===== src/qu_rename_defines.svh =====
/*
 * Register counts and address widths for the rename slice
 */

`ifndef QU_RENAME_DEFINES_SVH
`define QU_RENAME_DEFINES_SVH

// Architectural register file
`define QU_LOG_REGS     32
`define QU_LOG_ADDR_W   5

// Physical register file
`define QU_PHY_REGS     64
`define QU_PHY_ADDR_W   6

// One free list slot per physical register
`define QU_FREE_DEPTH   `QU_PHY_REGS

`endif


===== src/qu_rename_pkg.sv =====
/*
 * Register address types and the dispatch output state
 */

`include "qu_rename_defines.svh"

package qu_rename_pkg;

    // Architectural register name, x0 to x31
    typedef logic [`QU_LOG_ADDR_W-1:0] log_reg_t;

    // Physical register name
    typedef logic [`QU_PHY_ADDR_W-1:0] phy_reg_t;

    // Renamed output register
    typedef enum logic {
        IDLE,
        ISSUED
    } dispatch_state_t;

endpackage


===== src/rename_if.sv =====
/*
 * map_lookup_if between map table and dispatch,
 * preg_alloc_if between free list and dispatch
 */

`timescale 1ns/100ps

interface map_lookup_if;

    // Lookup request and combinational answers
    qu_rename_pkg::log_reg_t rs1;
    qu_rename_pkg::log_reg_t rs2;
    qu_rename_pkg::log_reg_t rd;
    qu_rename_pkg::phy_reg_t prs1;
    qu_rename_pkg::phy_reg_t prs2;
    qu_rename_pkg::phy_reg_t old_prd;

    // New mapping for the destination
    logic                    wr_en;
    qu_rename_pkg::log_reg_t wr_rd;
    qu_rename_pkg::phy_reg_t wr_prd;

    modport map_table (
        input  rs1, rs2, rd, wr_en, wr_rd, wr_prd,
        output prs1, prs2, old_prd
    );

    modport client (
        output rs1, rs2, rd, wr_en, wr_rd, wr_prd,
        input  prs1, prs2, old_prd
    );

endinterface

interface preg_alloc_if;

    logic                    empty;
    qu_rename_pkg::phy_reg_t head_preg;
    logic                    pop;

    modport pool (
        output empty, head_preg,
        input  pop
    );

    modport client (
        input  empty, head_preg,
        output pop
    );

endinterface


===== src/rename_map.sv =====
/*
 * Rename map table, logical to physical register,
 * three combinational reads and one write port
 */

`timescale 1ns/100ps

`include "qu_rename_defines.svh"

module rename_map (
    input   logic clk,
    input   logic rst_n,
    map_lookup_if.map_table lookup
);

    qu_rename_pkg::phy_reg_t map_q [`QU_LOG_REGS];

    // Identity mapping out of reset
    always_ff @(posedge clk or negedge rst_n) begin
        if (!rst_n) begin
            for (int i = 0; i < `QU_LOG_REGS; i++) begin
                map_q[i] <= qu_rename_pkg::phy_reg_t'(i);
            end
        end else if (lookup.wr_en) begin
            map_q[lookup.wr_rd] <= lookup.wr_prd;
        end
    end

    // Reads see the table before this cycle's write
    assign lookup.prs1    = map_q[lookup.rs1];
    assign lookup.prs2    = map_q[lookup.rs2];
    assign lookup.old_prd = map_q[lookup.rd];

    // x0 keeps physical register 0 for good
    a_no_x0_write: assert property (
        @(posedge clk) disable iff (!rst_n)
        lookup.wr_en |-> (lookup.wr_rd != '0)
    ) else $error("rename_map: write to x0 mapping");

endmodule


===== src/free_list.sv =====
/*
 * Free list of physical registers as a circular queue,
 * popped on allocation and pushed on retire
 */

`timescale 1ns/100ps

`include "qu_rename_defines.svh"

module free_list (
    input   logic clk,
    input   logic rst_n,
    preg_alloc_if.pool alloc,
    input   logic free_en,
    input   qu_rename_pkg::phy_reg_t free_preg
);

    qu_rename_pkg::phy_reg_t fifo_q [`QU_FREE_DEPTH];
    qu_rename_pkg::phy_reg_t head_q;
    qu_rename_pkg::phy_reg_t tail_q;
    logic [`QU_PHY_ADDR_W:0] count_q;
    logic                    full;

    // Registers above the architectural ones start out free
    always_ff @(posedge clk or negedge rst_n) begin
        if (!rst_n) begin
            for (int i = 0; i < `QU_FREE_DEPTH; i++) begin
                // Upper half wraps around, not valid until pushed
                fifo_q[i] <= qu_rename_pkg::phy_reg_t'(i + `QU_LOG_REGS);
            end
        end else if (free_en) begin
            fifo_q[tail_q] <= free_preg;
        end
    end

    always_ff @(posedge clk or negedge rst_n) begin
        if (!rst_n) begin
            head_q  <= '0;
            tail_q  <= qu_rename_pkg::phy_reg_t'(`QU_LOG_REGS);
            count_q <= {1'b0, qu_rename_pkg::phy_reg_t'(`QU_LOG_REGS)};
        end else begin
            if (free_en) begin
                tail_q <= tail_q + 1'b1;
            end
            if (alloc.pop) begin
                head_q <= head_q + 1'b1;
            end
            case ({free_en, alloc.pop})
                2'b10:   count_q <= count_q + 1'b1;
                2'b01:   count_q <= count_q - 1'b1;
                default: count_q <= count_q;
            endcase
        end
    end

    // Count MSB only set at the full depth
    assign full = count_q[`QU_PHY_ADDR_W];

    assign alloc.empty     = (count_q == '0);
    assign alloc.head_preg = fifo_q[head_q];

    a_no_pop_empty: assert property (
        @(posedge clk) disable iff (!rst_n)
        alloc.pop |-> !alloc.empty
    ) else $error("free_list: pop while empty");

    a_no_push_full: assert property (
        @(posedge clk) disable iff (!rst_n)
        free_en |-> !full
    ) else $error("free_list: push while full");

endmodule


===== src/rename_dispatch.sv =====
/*
 * Rename dispatch with stall, busy table and
 * the registered renamed micro-op
 */

`timescale 1ns/100ps

`include "qu_rename_defines.svh"

module rename_dispatch (
    input   logic clk,
    input   logic rst_n,
    map_lookup_if.client lookup,
    preg_alloc_if.client alloc,

    input   logic in_valid,
    input   qu_rename_pkg::log_reg_t in_rs1,
    input   qu_rename_pkg::log_reg_t in_rs2,
    input   qu_rename_pkg::log_reg_t in_rd,

    input   logic wb_en,
    input   qu_rename_pkg::phy_reg_t wb_preg,
    input   logic res_full,

    output  logic stall,
    output  logic out_valid,
    output  qu_rename_pkg::phy_reg_t out_prs1,
    output  logic out_prs1_busy,
    output  qu_rename_pkg::phy_reg_t out_prs2,
    output  logic out_prs2_busy,
    output  qu_rename_pkg::phy_reg_t out_prd,
    output  qu_rename_pkg::phy_reg_t out_old_prd,
    output  logic out_has_rd
);

    logic                           has_rd;
    logic                           accept;
    logic                           alloc_en;
    logic                           prs1_busy;
    logic                           prs2_busy;
    logic [`QU_PHY_REGS-1:0]        busy_q;
    qu_rename_pkg::dispatch_state_t state_q;

    assign has_rd = (in_rd != '0);

    // No free register needed for x0
    assign stall    = res_full || (has_rd && alloc.empty);
    assign accept   = in_valid && !stall;
    assign alloc_en = accept && has_rd;

    assign lookup.rs1    = in_rs1;
    assign lookup.rs2    = in_rs2;
    assign lookup.rd     = in_rd;
    assign lookup.wr_en  = alloc_en;
    assign lookup.wr_rd  = in_rd;
    assign lookup.wr_prd = alloc.head_preg;
    assign alloc.pop     = alloc_en;

    // Writeback this cycle counts as already done, p0 never busy
    assign prs1_busy = busy_q[lookup.prs1] && (lookup.prs1 != '0)
                       && !(wb_en && (wb_preg == lookup.prs1));
    assign prs2_busy = busy_q[lookup.prs2] && (lookup.prs2 != '0)
                       && !(wb_en && (wb_preg == lookup.prs2));

    always_ff @(posedge clk or negedge rst_n) begin
        if (!rst_n) begin
            busy_q <= '0;
        end else begin
            if (wb_en) begin
                busy_q[wb_preg] <= 1'b0;
            end
            if (alloc_en) begin
                busy_q[alloc.head_preg] <= 1'b1;
            end
        end
    end

    always_ff @(posedge clk or negedge rst_n) begin
        if (!rst_n) begin
            state_q <= qu_rename_pkg::IDLE;
        end else begin
            state_q <= accept ? qu_rename_pkg::ISSUED : qu_rename_pkg::IDLE;
        end
    end

    always_ff @(posedge clk) begin
        if (accept) begin
            out_prs1      <= lookup.prs1;
            out_prs1_busy <= prs1_busy;
            out_prs2      <= lookup.prs2;
            out_prs2_busy <= prs2_busy;
            out_prd       <= has_rd ? alloc.head_preg : '0;
            out_old_prd   <= has_rd ? lookup.old_prd : '0;
            out_has_rd    <= has_rd;
        end
    end

    assign out_valid = (state_q == qu_rename_pkg::ISSUED);

    a_no_issue_after_stall: assert property (
        @(posedge clk) disable iff (!rst_n)
        stall |=> !out_valid
    ) else $error("rename_dispatch: out_valid after stalled cycle");

endmodule


===== src/qu_rename_top.sv =====
/*
 * Register rename slice top level
 */

`timescale 1ns/100ps

module qu_rename_top (
    input   logic clk,
    input   logic rst_n,

    input   logic in_valid,
    input   qu_rename_pkg::log_reg_t in_rs1,
    input   qu_rename_pkg::log_reg_t in_rs2,
    input   qu_rename_pkg::log_reg_t in_rd,

    input   logic wb_en,
    input   qu_rename_pkg::phy_reg_t wb_preg,
    input   logic free_en,
    input   qu_rename_pkg::phy_reg_t free_preg,
    input   logic res_full,

    output  logic stall,
    output  logic out_valid,
    output  qu_rename_pkg::phy_reg_t out_prs1,
    output  logic out_prs1_busy,
    output  qu_rename_pkg::phy_reg_t out_prs2,
    output  logic out_prs2_busy,
    output  qu_rename_pkg::phy_reg_t out_prd,
    output  qu_rename_pkg::phy_reg_t out_old_prd,
    output  logic out_has_rd
);

    map_lookup_if lookup_bus ();
    preg_alloc_if alloc_bus ();

    rename_map qu_map (
        .clk(clk),
        .rst_n(rst_n),
        .lookup(lookup_bus)
    );

    free_list qu_free_list (
        .clk(clk),
        .rst_n(rst_n),
        .alloc(alloc_bus),
        .free_en(free_en),
        .free_preg(free_preg)
    );

    rename_dispatch qu_dispatch (
        .clk(clk),
        .rst_n(rst_n),
        .lookup(lookup_bus),
        .alloc(alloc_bus),
        .in_valid(in_valid),
        .in_rs1(in_rs1),
        .in_rs2(in_rs2),
        .in_rd(in_rd),
        .wb_en(wb_en),
        .wb_preg(wb_preg),
        .res_full(res_full),
        .stall(stall),
        .out_valid(out_valid),
        .out_prs1(out_prs1),
        .out_prs1_busy(out_prs1_busy),
        .out_prs2(out_prs2),
        .out_prs2_busy(out_prs2_busy),
        .out_prd(out_prd),
        .out_old_prd(out_old_prd),
        .out_has_rd(out_has_rd)
    );

endmodule


===== config.mk =====
export PLATFORM = sky130hd
export DESIGN_NAME = qu_rename_top
export DESIGN_NICKNAME = d
export VERILOG_FILES = /design/src/qu_rename_pkg.sv /design/src/rename_if.sv /design/src/rename_map.sv /design/src/free_list.sv /design/src/rename_dispatch.sv /design/src/qu_rename_top.sv
export VERILOG_INCLUDE_DIRS = /design/src
export SDC_FILE = /design/constraint.sdc
export NUM_CORES = 1
export LEC_CHECK = 0
export ABC_AREA = 1
export ABC_CLOCK_PERIOD_IN_PS = 6250
export BUFFER_PORTS_ARGS = -buffer_cell sky130_fd_sc_hd__buf_4
export CORE_ASPECT_RATIO = 0.9
export CORE_UTILIZATION = 52
export CTS_BUF_LIST = sky130_fd_sc_hd__clkbuf_2 sky130_fd_sc_hd__clkbuf_4 sky130_fd_sc_hd__clkbuf_8
export CTS_CLUSTER_SIZE = 12
export DETAILED_ROUTE_END_ITERATION = 8
export PLACE_DENSITY = 0.68
export SYNTH_ARGS = -nofsm -noshare
export SYNTH_HDL_FRONTEND = slang
export SYNTH_HIERARCHICAL = 1
export SYNTH_SLANG_ARGS = --single-unit
export TNS_END_PERCENT = 30

===== constraint.sdc =====
create_clock -name clk -period 6.25 [get_ports clk]
set_input_delay 0.9375 -clock clk [delete_from_list [all_inputs] [get_ports clk]]
set_output_delay 0.9375 -clock clk [all_outputs]
set_load 0.05 [all_outputs]

==> results by group <==
Timing
  – RSZ-0062 raised after global routing: false
  – Setup TNS: 0 ns
  – Minimum clock period after layout: 4.418 ns
  – Slew @ Worst Pin: around 1.2 ns
  – Final period utilization: 70.69%
  – Final Skew: approximately 0.055 ns
  – Final hold violations: 0
  – Fmax: between 200 and 250 MHz
  – PnR worst setup slack: 1.832 ns
  – Max-slew headroom: 22.06%
  – # setup viols final: 0
  – Fin. max-slew vios: 0

Floorplanning
  – I/O pin total: 62
  – Initial cell density of the core: between 50% and 60%
  – Die area: 0.07539 mm2
  – Core box area: 0.07327 mm2
  – Horiz. Die Dim: 289.3 um
  – Num rows: 94
  – Die H: approximately 260 um

Logic synthesis
  – Mapped Cells: 5410
  – Avg Cell Area, Syn: between 7 and 8 um2
  – Ys Warns: 6
  – Syn Std Cell Area: roughly 0.039 mm2
  – Flops & latches, synth: 687
  – Synth unique cells: 41
  – Post-synthesis net count: 5449
  – Register area share after synthesis: 45.74%

GRT
  – Largest net degree at the start of global routing: ~160
  – Initial antenna violation count: 2
  – First-pass GRT wire length: 191000 um
  – Vias in the first global route: 33000
  – Total gr overflow: 0
  – All-Layer GR Usage: roughly 32%

Routing
  – Starting DRT DRC Count: 3963
  – Drt wl/cell: 19.28 um
  – Drt pass-1 iters: 7
  – Residual DRC: 0
  – Via count: around 36000
  – ANT nets after route: 0
  – Vias per cell: 5.657
  – Detailed-route wire length: 121500 um

Layout
  – Most common cell after layout, fill and taps aside: nand2_1
  – Proportion of layout cells with a drive suffix above 1: 14.04%
  – Fillers: 7112
  – Layout area overhead: 7.346%
  – Most frequent cells in the layout: 2231 x nand2_1, 728 x nand3_1, 384 x dfrtp_1
  – Nets: 5281

Power
  – Cell Pwr Density: 495.5 mW/mm2
  – VDD IR max: 0.5015 mV
  – P_leak: 18.49 nW

Placed design
  – Pre-CTS setup slack: 1.758 ns
  – Post-DP HPWL: 77400 um
  – Final GP Congestion: between 0.9 and 1
  – # port buffers: 61

Critical path
  – Critical Path End Type: flip-flop
  – Crit Path Class: reg2reg
  – Worst r2r src: qu_free_list/head_q[1]
  – Cells on worst reg2reg path: 12
  – Reg2reg end: qu_map/map_q[159]
  – Reg2reg setup slack: 1.83 ns
  – Worst setup path start: qu_free_list/head_q[1]
  – CP startpoint kind: flip-flop
  – Critical Path End: qu_map/map_q[159]
  – Crit path DAT: 5.06 ns
  – CP required: ~7 ns
  – Worst-path fanout max: 40

Clock network
  – Gates resized, CTS repair: 0
  – Clk root buf: clkbuf_8
  – Postcts setup bufs: 0
  – Hold Buf Count CTS: 0
  – CTS tree: yes
  – H-Tree Level Count: 3
  – Clk slew on worst S/H paths: around 0.060 ns
  – Worst skew pair latency: 0.79 ns
  – Clk sinks: 687
  – CTS Buffer Depth: 3
  – Clock buffer count from CTS: between 100 and 150

Outcome
  – Status: finished clean

Flow run
  – Max-Cap Viols: 0

Worst hold path
  – Min-Delay Path Class: in2async
[logic make-up (layout without fill, tap and decap cells)]
kind of cell | after synthesis | count (layout) | share of synthesized area [%]
simple gates | 3152 | 3152 | 33.99
compound gates | 811 | 811 | 11.41
buf+inv | 742 | 672 | 8.401
flops | 687 | 687 | 45.74
xor+xnor | 12 | 12 | 0.2721
fa+ha+maj | 6 | 6 | 0.1943
other cells | 0 | 2 | 0
[layout make-up]
type	instances	area (um2)	share of cell area, %
antenna	2	5.005	0.01207
sequential	687	17680	42.63
clock inverter	15	171.4	0.4133
timing repair buffer	117	960.9	2.317
inverter	340	1291	3.114
tap	960	1201	2.896
clock buffer	200	2446	5.899
multi-input combinational	3981	17720	42.72
[power by group]
part / internal (mW) / switching, mW
Combinational: 2.37 / 5.71
Clock: 2.54 / 1.92
Sequential: 6.66 / 1.35
Total: 11.6 / 8.98
[sequential cells by signal (all words and copies together), names as in the netlist, 6 cells and up]
register	cells
qu_dispatch/busy_q	64
qu_dispatch/out_prd	6
qu_free_list/head_q	6
qu_free_list/fifo_q	384
qu_dispatch/out_prs2	6
qu_map/map_q	192
qu_dispatch/out_old_prd	6
qu_free_list/count_q	7
qu_free_list/tail_q	6
qu_dispatch/out_prs1	6
[metal layers]
metal	GRT usage [%]	wire (um)	vias to the layer above
met5	0	0	-
met4	12.70	4510	0
met3	4.755	9950	283
met2	49.68	54650	1602
met1	45.85	52400	16700
li1	-	-	17070
[synthesized netlist by cell type (all sizes together)]
library cell,instances,area share [%]
o21ai,704,9.6
o211ai,42,0.82
edfxtp,27,2.1
o21bai,1,0.019
inv,337,3.3
a21oi,60,0.86
ha,6,0.19
nand3,728,9.4
clkbuf,174,1.7
nor3,41,0.88
a21o,1,0.019
nand4,6,0.097
nor2,121,1.4
a22oi,1,0.019
nand3b,1,0.019
nand2,2249,22
buf,228,3.4
dfrtp,386,25
xor2,9,0.20
clkinv,3,0.029
nor4,6,0.19
xnor2,3,0.068
dfstp,274,19
o22ai,2,0.032
[metrics by stage]
step / hold slack, ns / power [mW] / utilization [%] / cells / area, um2
floorplan: 0.4488 / 13.35 / - / 5410 / 38630
global placement: 0.4595 / 15.86 / 53.02 / 6085 / 38850
detailed placement: 0.4634 / 16.00 / 53.02 / 6085 / 38850
CTS: 0.1566 / 20.54 / 56.59 / 6300 / 41460
global route: 0.2131 / 21.95 / 56.60 / 6302 / 41470
finish: 0.1922 / 20.55 / 56.60 / 6302 / 41470
[critical path, cell delays in order (launching register included)]
cell	delay, ns
dfrtp_4	0.60
inv_2	0.49
buf_4	0.59
nand3_1	0.14
nand3_1	0.11
nand2_1	0.07
nor2_1	0.23
nand2_1	0.14
nand3_1	0.11
nand2_1	0.28
inv_1	0.91
buf_4	0.40
o21ai_1	0.11
[worst min path at each step]
stage                               endpoint  depth (start not counted)                startpoint  slack [ns]
detailed placement   qu_free_list/count_q[5]                          2   qu_free_list/count_q[5]        0.46
finish                      qu_map/map_q[87]                          1                     rst_n        0.19
CTS                         qu_map/map_q[87]                          1                     rst_n        0.16
floorplan            qu_free_list/count_q[5]                          2   qu_free_list/count_q[5]        0.45
global route                qu_map/map_q[87]                          1                     rst_n        0.21
global placement    qu_free_list/fifo_q[237]                          2  qu_free_list/fifo_q[237]        0.46
Power figures use the tool's default switching activity.
